--- src/isaPkg.sv ---
`default_nettype none

package isaPkg;

    localparam int WORD_W   = 32;
    localparam int REG_W    = 5;
    localparam int NUM_REGS = 32;

    typedef logic [WORD_W-1:0] word_t;
    typedef logic [REG_W-1:0]  regAddr_t;

    // primary opcodes, instr[31:26]
    localparam logic [5:0] OP_SPECIAL = 6'h00;
    localparam logic [5:0] OP_ADDIU   = 6'h09;
    localparam logic [5:0] OP_ANDI    = 6'h0c;
    localparam logic [5:0] OP_ORI     = 6'h0d;
    localparam logic [5:0] OP_XORI    = 6'h0e;
    localparam logic [5:0] OP_LUI     = 6'h0f;

    // function field of SPECIAL, instr[5:0]
    localparam logic [5:0] FN_ADDU = 6'h21;
    localparam logic [5:0] FN_SUBU = 6'h23;
    localparam logic [5:0] FN_AND  = 6'h24;
    localparam logic [5:0] FN_OR   = 6'h25;
    localparam logic [5:0] FN_XOR  = 6'h26;
    localparam logic [5:0] FN_SLT  = 6'h2a;

    typedef struct packed {
        logic [5:0] opcode;
        regAddr_t   rs;
        regAddr_t   rt;
        regAddr_t   rd;
        logic [4:0] shamt;  // unused by this ALU
        logic [5:0] funct;
    } instrR_t;

    typedef struct packed {
        logic [5:0]  opcode;
        regAddr_t    rs;
        regAddr_t    rt;
        logic [15:0] imm;
    } instrI_t;

    // same word seen as R or I format
    typedef union packed {
        instrR_t r;
        instrI_t i;
    } instr_t;

    typedef enum logic [2:0] {
        ALU_NOP,
        ALU_ADD,
        ALU_SUB,
        ALU_AND,
        ALU_OR,
        ALU_XOR,
        ALU_SLT,
        ALU_LUI
    } aluOp_t;

endpackage

`default_nettype wire

--- src/pipePkg.sv ---
`default_nettype none

package pipePkg;

    import isaPkg::*;

    localparam int LANES = 2;  // lane 0 master, lane 1 slave

    // decode to execute, one lane
    typedef struct packed {
        logic     valid;
        aluOp_t   op;
        word_t    opA;
        word_t    opB;   // rt value or extended immediate
        logic     wrEn;
        regAddr_t dest;
    } issue_t;

    // execute result or writeback entry
    typedef struct packed {
        logic     valid;
        logic     wrEn;
        regAddr_t dest;
        word_t    data;
    } result_t;

endpackage

`default_nettype wire

--- src/aluUnit.sv ---
`default_nettype none

module aluUnit import isaPkg::*; (
    input  aluOp_t op_i,
    input  word_t  a_i,
    input  word_t  b_i,
    output word_t  y_o
);

    logic lessThan;

    assign lessThan = $signed(a_i) < $signed(b_i);

    always_comb begin
        case (op_i)
            ALU_ADD: y_o = a_i + b_i;  // wraps, no overflow trap
            ALU_SUB: y_o = a_i - b_i;
            ALU_AND: y_o = a_i & b_i;
            ALU_OR:  y_o = a_i | b_i;
            ALU_XOR: y_o = a_i ^ b_i;
            ALU_SLT: y_o = {{(WORD_W-1){1'b0}}, lessThan};
            ALU_LUI: y_o = b_i;        // already shifted in decode
            default: y_o = '0;
        endcase
    end

endmodule

`default_nettype wire

--- src/executeStage.sv ---
`default_nettype none

module executeStage import isaPkg::*, pipePkg::*; (
    input  logic                  clk,
    input  logic                  reset_i,
    input  issue_t  [LANES-1:0]   issue_i,
    output result_t [LANES-1:0]   exFwd_o,
    output result_t [LANES-1:0]   wb_o
);

    issue_t  [LANES-1:0] issueQ;
    result_t [LANES-1:0] wbQ;
    word_t   [LANES-1:0] aluY;

    always_ff @(posedge clk) begin
        issueQ <= issue_i;
        wbQ    <= exFwd_o;
        if (reset_i) begin
            for (int l = 0; l < LANES; l++) begin
                issueQ[l].valid <= 1'b0;
                issueQ[l].wrEn  <= 1'b0;
                wbQ[l].valid    <= 1'b0;
                wbQ[l].wrEn     <= 1'b0;
            end
        end
    end

    for (genvar l = 0; l < LANES; l++) begin : gLane
        aluUnit alu (
            .op_i (issueQ[l].op),
            .a_i  (issueQ[l].opA),
            .b_i  (issueQ[l].opB),
            .y_o  (aluY[l])
        );

        assign exFwd_o[l] = '{valid: issueQ[l].valid,
                              wrEn:  issueQ[l].wrEn,
                              dest:  issueQ[l].dest,
                              data:  aluY[l]};

        // write enable only ever travels with a live instruction
        wbWrEnValid: assert property (@(posedge clk) disable iff (reset_i)
            wbQ[l].wrEn |-> wbQ[l].valid)
            else $error("writeback lane %0d enabled without valid", l);
    end

    assign wb_o = wbQ;

endmodule

`default_nettype wire

--- config.mk ---
export PLATFORM = sky130hd
export DESIGN_NAME = executeStage
export DESIGN_NICKNAME = d
export VERILOG_FILES = /design/src/isaPkg.sv /design/src/pipePkg.sv /design/src/aluUnit.sv /design/src/executeStage.sv
export SDC_FILE = /design/constraint.sdc
export NUM_CORES = 1
export LEC_CHECK = 0
export ABC_CLOCK_PERIOD_IN_PS = 4100
export BUFFER_PORTS_ARGS = -buffer_cell sky130_fd_sc_hd__buf_2
export CORE_MARGIN = 8
export CORE_UTILIZATION = 57
export DETAILED_ROUTE_END_ITERATION = 6
export GPL_TIMING_DRIVEN = 0
export MAX_ROUTING_LAYER = met4
export PLACE_DENSITY_LB_ADDON = 0.1
export SETUP_SLACK_MARGIN = 0.3
export SYNTH_ARGS = -nofsm -noshare
export SYNTH_HDL_FRONTEND = slang
export SYNTH_HIERARCHICAL = 1
export SYNTH_SLANG_ARGS = --single-unit
export TNS_END_PERCENT = 100
--- constraint.sdc ---
create_clock -name clk -period 4.1 [get_ports clk]
set_input_delay 0.82 -clock clk [delete_from_list [all_inputs] [get_ports clk]]
set_output_delay 0.82 -clock clk [all_outputs]
set_load 0.02 [all_outputs]
==> results of run 1 <==
==> Yosys cell counts (all sizes together), types with 6 or more instances <==
master / n / area share [%]
o21bai: 24 / 1.1
a31oi: 18 / 0.70
o221a: 20 / 1.4
a221o: 12 / 0.74
nor2: 162 / 3.8
dfxtp: 226 / 28
a2111oi: 10 / 0.85
o41ai: 8 / 0.67
ha: 212 / 16
o22ai: 38 / 1.5
a211o: 12 / 0.65
inv: 188 / 4.4
a21oi: 174 / 5.6
nand2: 106 / 2.5
or3: 12 / 0.46
o21ba: 8 / 0.50
or2: 6 / 0.23
a221oi: 12 / 0.65
nor2b: 26 / 1.1
a21boi: 6 / 0.28
o221ai: 24 / 1.3
nor3b: 6 / 0.28
o21a: 18 / 0.84
mux2: 6 / 0.42
a21o: 26 / 1.2
o21ai: 114 / 3.7
nand2b: 22 / 0.85
clkbuf: 80 / 1.9
and3: 6 / 0.23
o211ai: 44 / 2.0
o31ai: 20 / 0.93
mux2i: 60 / 3.7
xor2: 8 / 0.43
o311ai: 12 / 0.65
nand4: 8 / 0.31
a211oi: 24 / 1.1
nand3: 30 / 0.93
nor3: 62 / 2.0
buf: 48 / 1.8
xnor2: 8 / 0.43
nor4: 10 / 0.46
==> metal layers <==
layer / global-route usage, % / overflow
met1: 74.0 / 2
met2: 84.4 / 26
met3: 63.4 / 5
met4: 62.2 / 20
met5: - / -
==> stage by stage <==
step | hold WS (ns) | util, % | TNS, ns
floorplan | 0.332 | - | 0
global placement | 0.337 | 65.2 | -3.25
CTS | 0.353 | 79.5 | -3.54
detailed placement | 0.342 | 65.2 | -4.11
==> cells by family after synthesis <==
| kind of cell | after synthesis | share of synthesized area [%] |
|---|---|---|
| mux | 66 | 4.13 |
| fa+ha+maj | 216 | 16.9 |
| buf+inv | 316 | 8.05 |
| xor+xnor | 16 | 0.867 |
| flops | 226 | 28.0 |
| simple gates | 474 | 14.1 |
| compound gates | 652 | 28.0 |
==> timing repair <==
action | 4_1_cts
gates resized for setup | 578
buffers inserted | 137
pin swaps | 159
gates cloned | 2
setup endpoints to repair | 64
==> flow_summary.ini, run 1 <==
[status]
status = did not finish
lastStage = global routing (5_1_grt)
error_line = [ERROR GRT-0232] Routing congestion too high. Check the congestion heatmap in the GUI.

[global_route]
antenna_found_initial = 17
grt_max_degree = 16
grt.overflow.total = 53
grt_util_all_layers_pct = 73.1

[placement]
post-dp-hpwl_um = 45600
placed_cells = 2649
preCtsSetupSlack_ns = -0.468
gp_routability_congestion = 0.997
placed_area_um2 = 18200
port_buffers = 305

[clocking]
cts_buffers = 23
cts.sinks = 226
hold_buffers = 0
clockBufferDepth = 3
htreeDepth = 1
cts-root-buf = clkbuf_16

[sta]
endpoint_type = top-level output
crit_endpoint = exFwd_o[25]

[synthesis]
avgSynthCellArea_um2 = 8.22
synth-seq-area-share_pct = 28.0
synth_nets = 2332
synth-async-reset-ratio_pct = 0
ys_ff_latch = 226
syn_inst = 1966
netlist_area_um2 = 16200
synth.distinct_cells = 76
yosysWarnings = 6
synth-edff-count = 0
synth_ff_type = dfxtp_1

[floorplan]
die_w_um = 184
start_util_pct = 58.0
rows = 61
die_h_um = 184
io_pins = 306
==> run 2, diff against run 1 <==
--- a/config.mk
+++ b/config.mk
@@ -8,12 +8,10 @@
 export ABC_CLOCK_PERIOD_IN_PS = 4100
 export BUFFER_PORTS_ARGS = -buffer_cell sky130_fd_sc_hd__buf_2
 export CORE_MARGIN = 8
-export CORE_UTILIZATION = 57
+export CORE_UTILIZATION = 40
 export DETAILED_ROUTE_END_ITERATION = 6
 export GPL_TIMING_DRIVEN = 0
-export MAX_ROUTING_LAYER = met4
-export PLACE_DENSITY_LB_ADDON = 0.1
-export SETUP_SLACK_MARGIN = 0.3
+export PLACE_DENSITY_LB_ADDON = 0.15
 export SYNTH_ARGS = -nofsm -noshare
 export SYNTH_HDL_FRONTEND = slang
 export SYNTH_HIERARCHICAL = 1
==> flow_summary.ini, run 2 <==
[status]
violations = negative setup slack
status = finished, violations left

[drt]
drtIter0Drc = 1494
wirelength_um = 66200
dr.pass1.iters = 6
drc = 0
vias = 17700
routed_via_density = 5.86
detail_route.wl_per_cell_um = 22.0
antenna_left = 0

[final_layout]
multi_input_area_um2 = 12800
largest_reg_flops = 134
fillers = 3514
mostFrequentLayoutCells = buf_2 (273), buf_4 (187), ha_1 (165)
nets = 2828
regMostFlops = issueQ
ff_latch_area_um2 = 4640
final_common_cell = buf_2
drive_gt1_share_pct = 42.8
finish.utilization_pct = 59.6
synthToLayoutAreaGrowth_pct = 46.8

[floorplan]
rows = 73
dieArea_um2 = 47100
die_w_um = 217
coreArea_um2 = 39800
io_pins = 306
start_util_pct = 40.6
die_h_um = 217

[synthesis]
synth-edff-count = 0
synth_nets = 2332
netlist_area_um2 = 16200
synth-seq-area-share_pct = 28.0
synth_xor_xnor_area_share_pct = 0.867
avgSynthCellArea_um2 = 8.22
synth_ff_type = dfxtp_1
ys_ff_latch = 226
synth_area_leaders = dfxtp_1 (28%), ha_1 (16%), a21oi_1 (5.2%)
synth-async-reset-ratio_pct = 0
syn_inst = 1966
yosysWarnings = 6
synth_mux_area_share_pct = 4.13
synth_compound_area_share_pct = 28.0
yosys-top-cells-count = dfxtp_1 (226), ha_1 (212), inv_1 (188)
yosys.area.top_type_share_pct = 28.0
synth_adder_area_share_pct = 16.9
synth.distinct_cells = 76
synth_most_common_cell = dfxtp_1
yosysTopAreaCell = dfxtp_1
synth_top_family_by_area = compound AO/OA/AOI/OAI gates
yosys.area_share.simple_pct = 14.1

[sta]
rsz0062_at_grt = true
min_period_ns = 4.50
setup_slack_ns = -0.402
setup-violations-final = 33
worst_pin_slew_ns = 0.991
setup_tns_ns = -6.36
slew_headroom_pct = 33.9
finalHoldViolCount = 0
drv_slew = 0
fin_crit_sh_pct = 110
skew_ns = 0.0109
fmax_ghz = 0.222

[power_and_ir_drop]
p_leak_nw = 10.6
p_per_area_nw_per_um2 = 343
peakVddDrop_v = 0.000415
power_w = 0.00813

[global_route]
grt_util_all_layers_pct = 25.7
grt_max_degree = 20
grt_pass1_wl_um = 97500
antenna_found_initial = 11
grt_pass1_vias = 17300
grt.overflow.total = 0

[clocking]
clkTransAtPathRegs_ns = 0.07
cts_tree = done
cts_buffers = 26
clockBufferDepth = 3
cts.sinks = 226
clock_latency_ns = 0.56
htreeDepth = 1
cts-root-buf = clkbuf_16

[worst_setup_path]
worst_ep_required_time_ns = 3.28
end_kind = output pin
crit_type = flop to output pin
critPathMaxFanout = 3
rrSetupSlack_ns = 0.99
reg2reg_depth = 12
crit_arrival_ns = 3.68
critPathLaunchType = flop

[placement]
preCtsSetupSlack_ns = -0.433
gp_routability_congestion = 0.966
port_buffers = 305
post-dp-hpwl_um = 46700

[worst_hold_path]
hold_class = flop to flop
min_path_cells = 0

[run]
cap_violations = 0
-- run 2: cell counts after synthesis --
Identical to the previous run, type by type.
-- run 2: path summary, 6_finish.rpt --
check,end,from
setup / recovery,exFwd_o[30],issueQ[6]
hold / removal,wb_o[36],exFwd_o[36]
setup reg to reg,wb_o[30],issueQ[6]
hold reg to reg,wb_o[36],exFwd_o[36]
-- run 2: routing by layer --
layer	up-vias	track usage (%)	part of all wire (%)
li1	8034	-	-
met1	8389	31.9	40
met2	995	42.4	46
met3	240	4.79	8.7
met4	2	12.8	5.6
met5	-	0	0.017
-- run 2: what timing repair did --
| action | in CTS | in global routing |
|---|---|---|
| pin swaps | 137 | 144 |
| hold buffers | 0 | 0 |
| buffers inserted | 113 | 76 |
| gates resized for setup | 527 | 243 |
| setup endpoints to repair | 64 | 52 |
| cloned | 2 | 0 |
-- run 2: power breakdown --
part           total (W)  internal [W]  switching (W)
Sequential       0.00249       0.00239       0.000107
Combinational    0.00320       0.00133        0.00187
Clock            0.00243       0.00147       0.000965
Total            0.00813       0.00518        0.00294
-- run 2: cells by family after synthesis --
logic type / count (synthesis)
buffers and inverters: 316
AND/OR/NAND/NOR: 474
flip-flops: 226
adder cells (fa/ha/maj): 216
multiplexers: 66
AO/OA/AOI/OAI: 652
XOR/XNOR: 16
-- run 2: stage by stage --
stage	instance area [um2]	std cells	hold WS [ns]
final	23700	3015	0.346
after global routing	23700	3015	0.323
after CTS	22200	2941	0.320
after detailed placement	18400	2796	0.336
after global placement	18400	2796	0.333
after floorplan	16200	1966	0.332
-- run 2: layout make-up --
type | count | area share [%]
tap | 525 | 2.77
sequential | 226 | 19.6
multi-input combinational | 1424 | 54.0
timing repair buffer | 490 | 13.7
antenna | 9 | 0.0949
buffer | 106 | 2.91
clock inverter | 14 | 0.744
clock buffer | 33 | 3.11
inverter | 188 | 3.07
-- run 2: worst max-delay path, stage by stage, from the launching register on --
cell      delay, ns
dfxtp_4        0.38
ha_4           0.17
fa_2           0.39
a211oi_4       0.30
o21ai_2        0.15
and4b_2        0.31
buf_4          0.14
o21ai_1        0.21
a211oi_2       0.13
nor4_2         0.32
o311ai_1       0.17
or3b_1         0.21
nand3_2        0.09
buf_6          0.15
Note: power is estimated with default switching activity, not from simulation.
