<file path="config.mk">
export PLATFORM = sky130hd
export DESIGN_NAME = decodeStage
export DESIGN_NICKNAME = d
export VERILOG_FILES = /design/src/isaPkg.sv /design/src/pipePkg.sv /design/src/decodeStage.sv
export SDC_FILE = /design/constraint.sdc
export NUM_CORES = 1
export LEC_CHECK = 0
export ABC_AREA = 1
export BUFFER_PORTS_ARGS = -buffer_cell sky130_fd_sc_hd__buf_2
export CORE_UTILIZATION = 30
export CTS_CLUSTER_SIZE = 40
export DETAILED_ROUTE_END_ITERATION = 10
export SETUP_SLACK_MARGIN = 0.5
export SLEW_MARGIN = 20
export SYNTH_ARGS = -nofsm -noshare
export SYNTH_HDL_FRONTEND = slang
export SYNTH_SLANG_ARGS = --single-unit
</file>
<file path="constraint.sdc">
create_clock -name clk -period 4.61 [get_ports clk]
set_clock_uncertainty 0.05 [all_clocks]
set_input_delay 0.2305 -clock clk [delete_from_list [all_inputs] [get_ports clk]]
set_output_delay 0.2305 -clock clk [all_outputs]
set_load 0.05 [all_outputs]
</file>
<file path="src/isaPkg.sv">
`default_nettype none

package isaPkg;

    localparam int WORD_W   = 32;
    localparam int REG_W    = 5;
    localparam int NUM_REGS = 32;

    typedef logic [WORD_W-1:0] word_t;
    typedef logic [REG_W-1:0]  regAddr_t;

    // primary opcodes, instr[31:26]
    localparam logic [5:0] OP_SPECIAL = 6'h00;
    localparam logic [5:0] OP_ADDIU   = 6'h09;
    localparam logic [5:0] OP_ANDI    = 6'h0c;
    localparam logic [5:0] OP_ORI     = 6'h0d;
    localparam logic [5:0] OP_XORI    = 6'h0e;
    localparam logic [5:0] OP_LUI     = 6'h0f;

    // function field of SPECIAL, instr[5:0]
    localparam logic [5:0] FN_ADDU = 6'h21;
    localparam logic [5:0] FN_SUBU = 6'h23;
    localparam logic [5:0] FN_AND  = 6'h24;
    localparam logic [5:0] FN_OR   = 6'h25;
    localparam logic [5:0] FN_XOR  = 6'h26;
    localparam logic [5:0] FN_SLT  = 6'h2a;

    typedef struct packed {
        logic [5:0] opcode;
        regAddr_t   rs;
        regAddr_t   rt;
        regAddr_t   rd;
        logic [4:0] shamt;  // unused by this ALU
        logic [5:0] funct;
    } instrR_t;

    typedef struct packed {
        logic [5:0]  opcode;
        regAddr_t    rs;
        regAddr_t    rt;
        logic [15:0] imm;
    } instrI_t;

    // same word seen as R or I format
    typedef union packed {
        instrR_t r;
        instrI_t i;
    } instr_t;

    typedef enum logic [2:0] {
        ALU_NOP,
        ALU_ADD,
        ALU_SUB,
        ALU_AND,
        ALU_OR,
        ALU_XOR,
        ALU_SLT,
        ALU_LUI
    } aluOp_t;

endpackage

`default_nettype wire

</file>
<file path="src/pipePkg.sv">
`default_nettype none

package pipePkg;

    import isaPkg::*;

    localparam int LANES = 2;  // lane 0 master, lane 1 slave

    // decode to execute, one lane
    typedef struct packed {
        logic     valid;
        aluOp_t   op;
        word_t    opA;
        word_t    opB;   // rt value or extended immediate
        logic     wrEn;
        regAddr_t dest;
    } issue_t;

    // execute result or writeback entry
    typedef struct packed {
        logic     valid;
        logic     wrEn;
        regAddr_t dest;
        word_t    data;
    } result_t;

endpackage

`default_nettype wire

</file>
<file path="src/decodeStage.sv">
`default_nettype none

module decodeStage import isaPkg::*, pipePkg::*; (
    input  logic                     clk,
    input  logic                     reset_i,
    input  logic                     instrValid_i,
    input  instr_t                   instr1_i,
    input  instr_t                   instr2_i,
    output regAddr_t [2*LANES-1:0]   rdAddr_o,
    input  word_t    [2*LANES-1:0]   rdData_i,
    input  result_t  [LANES-1:0]     exFwd_i,
    input  result_t  [LANES-1:0]     wbFwd_i,
    output issue_t   [LANES-1:0]     issue_o
);

    logic                 validQ;
    instr_t [LANES-1:0]   instrQ;
    word_t  [LANES-1:0]   rsVal;
    word_t  [LANES-1:0]   rtVal;
    logic   [LANES-1:0]   readsRs;
    logic   [LANES-1:0]   readsRt;
    logic                 pairHazard;

    function automatic logic hits(result_t res, regAddr_t addr);
        return res.valid && res.wrEn && (res.dest != '0) && (res.dest == addr);
    endfunction

    // lowest priority first, later matches override
    function automatic word_t pickOperand(regAddr_t addr, word_t rfData,
                                          result_t [LANES-1:0] ex,
                                          result_t [LANES-1:0] wb);
        word_t val;
        val = rfData;
        for (int l = 0; l < LANES; l++) begin
            if (hits(wb[l], addr)) val = wb[l].data;
        end
        for (int l = 0; l < LANES; l++) begin
            if (hits(ex[l], addr)) val = ex[l].data;
        end
        return val;
    endfunction

    always_ff @(posedge clk) begin
        if (reset_i) begin
            validQ <= 1'b0;
        end else begin
            validQ <= instrValid_i;
        end
        instrQ <= {instr2_i, instr1_i};
    end

    always_comb begin
        for (int l = 0; l < LANES; l++) begin
            rdAddr_o[2*l]   = instrQ[l].r.rs;
            rdAddr_o[2*l+1] = instrQ[l].r.rt;
            rsVal[l] = pickOperand(instrQ[l].r.rs, rdData_i[2*l], exFwd_i, wbFwd_i);
            rtVal[l] = pickOperand(instrQ[l].r.rt, rdData_i[2*l+1], exFwd_i, wbFwd_i);
        end
    end

    always_comb begin
        for (int l = 0; l < LANES; l++) begin
            issue_o[l].valid = validQ;
            issue_o[l].op    = ALU_NOP;
            issue_o[l].opA   = rsVal[l];
            issue_o[l].opB   = rtVal[l];
            issue_o[l].wrEn  = 1'b0;
            issue_o[l].dest  = instrQ[l].r.rd;
            readsRs[l] = 1'b1;
            readsRt[l] = 1'b0;
            if (instrQ[l].r.opcode == OP_SPECIAL) begin
                readsRt[l] = 1'b1;
                issue_o[l].wrEn = validQ;
                case (instrQ[l].r.funct)
                    FN_ADDU: issue_o[l].op = ALU_ADD;
                    FN_SUBU: issue_o[l].op = ALU_SUB;
                    FN_AND:  issue_o[l].op = ALU_AND;
                    FN_OR:   issue_o[l].op = ALU_OR;
                    FN_XOR:  issue_o[l].op = ALU_XOR;
                    FN_SLT:  issue_o[l].op = ALU_SLT;
                    default: begin
                        issue_o[l].wrEn = 1'b0;
                        readsRs[l] = 1'b0;
                        readsRt[l] = 1'b0;
                    end
                endcase
            end else begin
                issue_o[l].dest = instrQ[l].i.rt;  // I-type writes rt
                issue_o[l].wrEn = validQ;
                case (instrQ[l].i.opcode)
                    OP_ADDIU: begin
                        issue_o[l].op  = ALU_ADD;
                        issue_o[l].opB = {{16{instrQ[l].i.imm[15]}}, instrQ[l].i.imm};
                    end
                    OP_ANDI: begin
                        issue_o[l].op  = ALU_AND;
                        issue_o[l].opB = {16'b0, instrQ[l].i.imm};
                    end
                    OP_ORI: begin
                        issue_o[l].op  = ALU_OR;
                        issue_o[l].opB = {16'b0, instrQ[l].i.imm};
                    end
                    OP_XORI: begin
                        issue_o[l].op  = ALU_XOR;
                        issue_o[l].opB = {16'b0, instrQ[l].i.imm};
                    end
                    OP_LUI: begin
                        issue_o[l].op  = ALU_LUI;
                        issue_o[l].opB = {instrQ[l].i.imm, 16'b0};
                        readsRs[l] = 1'b0;
                    end
                    default: begin
                        issue_o[l].wrEn = 1'b0;  // unknown opcode, NOP
                        readsRs[l] = 1'b0;
                    end
                endcase
            end
        end
    end

    // slave must not depend on the master of the same pair
    assign pairHazard = issue_o[0].wrEn && (issue_o[0].dest != '0) &&
                        ((readsRs[1] && (instrQ[1].r.rs == issue_o[0].dest)) ||
                         (readsRt[1] && (instrQ[1].r.rt == issue_o[0].dest)));

    pairRule: assert property (@(posedge clk) disable iff (reset_i)
        instrValid_i |=> !pairHazard)
        else $error("slave reads master destination in one pair");

endmodule

`default_nettype wire

</file>
Yosys cells after proc, flatten, opt, wreduce, memory -nomap -nowiden

Cells that the tools add are included.

Memories kept: 0
Bits in writable memories: 0
Memory bits (read-only): 0
Latch bits: 0
Flip-flop bits (word level): 65
Output and inout port bits: 168

Add/sub/neg operators: 0
Multiplexer cells: 34
Div/mod/pow operators: 0
Bitwise gates (word level): 0
$lt $le $gt $ge: 0
Shifts and indexed selects: 0
Reduce and logical (&&, ||, !) cells: 36
Eq/ne operators: 38
$mul: 0

Operators by type and width:

| kind                 | count |
|---|---|
| $mux W32             | 18 |
| $pmux W32 S3         | 2 |
| $eq A5 B5 Y1         | 16 |
| $eq A6 B6 Y1 const B | 12 |
| $eq A6 B4 Y1 const B | 10 |
| $pmux W3 S6          | 2 |
| $pmux W3 S5          | 2 |
| $logic_and A1 B1 Y1  | 24 |
| $reduce_bool A5 Y1   | 4 |
| $logic_not A6 Y1     | 2 |
| $reduce_or A6 Y1     | 2 |
| $mux W5              | 2 |
| $reduce_or A5 Y1     | 2 |
| $mux W1              | 6 |
| $mux W3              | 2 |
| $reduce_or A3 Y1     | 2 |

Longest topological paths before layout

Word-level depth: 9
Mapped depth: 14

Least setup slack after synthesis

Ideal clock, no wire load.

Kind: flip-flop to output port
Start point: register instrQ (netlist bit rdAddr_o[16])
End point: output port issue_o[108] (netlist bit)
Slack: 2.204 ns
Data required time: 4.330 ns
Cell stages (with the launch flop): 10
Data arrival time: 2.125 ns
Path buffers: 2
Cells stage by stage: dfxtp_1 -> buf_2 -> xnor2_1 -> nand2_1 -> nor3_4 -> buf_2 -> nand3_1 -> nand2_1 -> inv_1 -> a21oi_1

RTL lines:

| item                   | RTL line          | RTL |
|---|---|---|
| start, declared        | decodeStage.sv:17 | `instr_t [LANES-1:0] instrQ;` |
| start signal, assigned | decodeStage.sv:49 | `instrQ <= {instr2_i, instr1_i};` |
| end, declared          | decodeStage.sv:13 | `output issue_t [LANES-1:0] issue_o` |

==> flow_summary.yaml <==
status:
  outcome: "finished, final reports clean"
sta:
  tns_ns: 0
  max_freq_mhz: 261
  rsz0062_at_grt: "no"
  fin_crit_sh: 0.832
  worst_pin_slew_ns: 1.10
  whs_ns: 0.0474
  fin_crit_ns: 3.83
  slew_headroom: 0.268
  setup_slack_ns: 0.776
  drv_slew: 0
  setup_viol: 0
  hold_viol: 0
yosys:
  synth.top_cell.area_share: 0.226
  ys_warn_count: 0
  synth_fp_nets: 2725
  ys_ff_latch: 65
  avgSynthCellArea_um2: 4.98
  yosysSeqAreaShare: 0.110
  yosysUniqueCellTypes: 33
  synth.area.top_cells: "nand2_1, nand3_1, inv_1"
  synthCells: 2374
  synth_top_cell_by_area: "nand2_1"
  syn_area_um2: 11800
global_route:
  grt_pass1_vias: 16700
  grt_max_degree: 65
  grt_pass1_wl_mm: 107
  grt_use_total: 0.352
  antenna_found_initial: 9
  grt_overflow: 0
power:
  leakagePower_nw: 8.98
  p_total_mw: 2.90
  ir_worst_vdd_uv: 173
  p_per_area_nw_per_um2: 189
detailed_routing:
  drtPass1Iterations: 6
  avgRoutedWirePerCell_um: 21.8
  vias: 17100
  avgViaCountPerCell: 5.11
  drc_errors: 0
  ant_nets: 0
  wl_mm: 72.6
  drt-initial-drc-count: 1636
critical_path:
  crit_path_start_kind: "register"
  cp.buffers_inverters: 2
  endpoint_kind: "output pin"
  worstSetupPathType: "reg -> out"
  cp_data_arrival_time_ns: 3.55
  cp.depth: 10
  cp_cell_sequence: "xnor2_1 -> nand2_1 -> nor3_4 -> nand2_2 -> o21ai_0 -> inv_1 -> nand2_1 -> nand2_1 -> nand2_1 -> buf_2"
  cpPeakStageDelay_ns: 0.77
  crit_fanout: 49
  cp_slowest_cell: "nand2_2"
  cp_common_cell: "nand2_1"
  critPathRequiredTime_ns: 4.33
  critPathTopFamily: "simple AND/OR/NAND/NOR gates"
run:
  maxCapViolations: 0
finish:
  final_util: 0.396
  layout.nets: 3160
  layout.cells.non_filler: 3336
  drive_gt1_frac: 0.228
  finish.instance_area_um2: 15400
  area_growth_pct: 29.8
clock_network:
  cts_buffer_depth: 2
  cts.repair.resized: 0
  ctsHoldBuffers: 65
  post_cts_buffers: 0
  cts-root-buf: "clkbuf_16"
  cts_sinks: 65
  clk_pin_slew_ns: 0.06
  cts_max_level: 3
  numCtsBuffers: 9
  cts_tree: "built"
placed_design:
  place_ws_ns: 1.25
  place_hpwl_mm: 55.5
  place_congestion: 0.970
  placed_area_um2: 14400
  portBuffers: 518
  placedCellCount: 3251
die:
  io_pins: 519
  rows: 72
  fp.dieH_um: 201
  coreArea_um2: 38700
  die_area_um2: 40200
  die_x_um: 201
  floorplan.initialDensity: 0.305
worst_hold_path:
  min_path_cells: 3
  hp-class: "in -> reg"
==> sequential cells by signal, indices dropped and copies added, names as in the netlist <==
register,cells
instrQ,44
rdAddr_o,20
validQ,1
==> kinds of logic after synthesis <==
kind of cell              Yosys count  synth area share
and+or+nand+nor                  1233             0.454
DFF                                65             0.110
xor gates and xnor gates           76            0.0582
buffers and inverters             702             0.246
AOI/OAI and AO/OA                 298             0.132
==> tightest hold or removal path, cell delays in order <==
cell and delay [ns]:
buf_2 0.10, inv_1 0.04, nor2_1 0.03
==> cell type report <==
cell class | instances | area, µm²
Inverter | 511 | 1920
Fill cell | 4437 | 23400
Multi-Input combinational cell | 1607 | 7690
Clock inverter | 7 | 77.6
Tap cell | 518 | 648
Antenna cell | 4 | 10.0
Clock buffer | 9 | 225
Sequential cell | 65 | 1300
Timing Repair Buffer | 615 | 3480
==> power breakdown <==
group	switching (mW)	total, mW	internal (mW)
logic	1.12	1.53	0.414
clock network	0.300	0.724	0.424
registers	0.0488	0.641	0.593
==> layout by cell type (no fill, tap or decap), drive strengths merged <==
master,synthesis,final
clkinv,0,3
a21oi,56,56
nand2,728,728
dlygate4sd3,0,65
bufinv,0,1
clkinvlp,0,1
a211oi,2,2
diode,0,4
o31ai,1,1
inv,511,513
o21bai,2,2
xnor2,35,35
o21ai,236,236
xor2,41,41
nand4,33,33
buf,137,550
nor2,53,53
a211o,1,1
nand3,401,401
nor3,17,17
dfxtp,65,65
clkbuf,54,9
and3,1,1
==> layer usage <==
metal	GRT usage	wire, µm
met5	0	50
met4	0.144	3080
met3	0.0646	6560
met2	0.598	33600
met1	0.437	29200
==> cell usage after synthesis <==
master / instances
a21oi_1: 46
buf_1: 1
nor2_1: 46
nor2_4: 1
o21bai_4: 1
buf_2: 105
buf_6: 7
nand2_2: 17
nand4_1: 33
nand3_1: 396
nor3_2: 2
nor3_1: 12
a211oi_1: 2
nand2_1: 711
and3_1: 1
dfxtp_1: 65
nor3_4: 3
o21ai_0: 204
o21ai_1: 32
xnor2_1: 32
o21bai_1: 1
buf_4: 24
nand3_2: 5
xnor2_2: 3
a211o_1: 1
a21oi_2: 10
o31ai_1: 1
clkbuf_1: 48
xor2_1: 41
inv_2: 19
inv_1: 492
nor2_2: 6
clkbuf_2: 6
==> final timing paths <==
path | startpoint | endpoint | slack [ns]
worst max-delay path | rdAddr_o[16]$_DFF_P_ | issue_o[88] | 0.78
worst min-delay path | instrValid_i | validQ$_SDFF_PP0_ | 0.05
(Power assumes the default switching activity.)
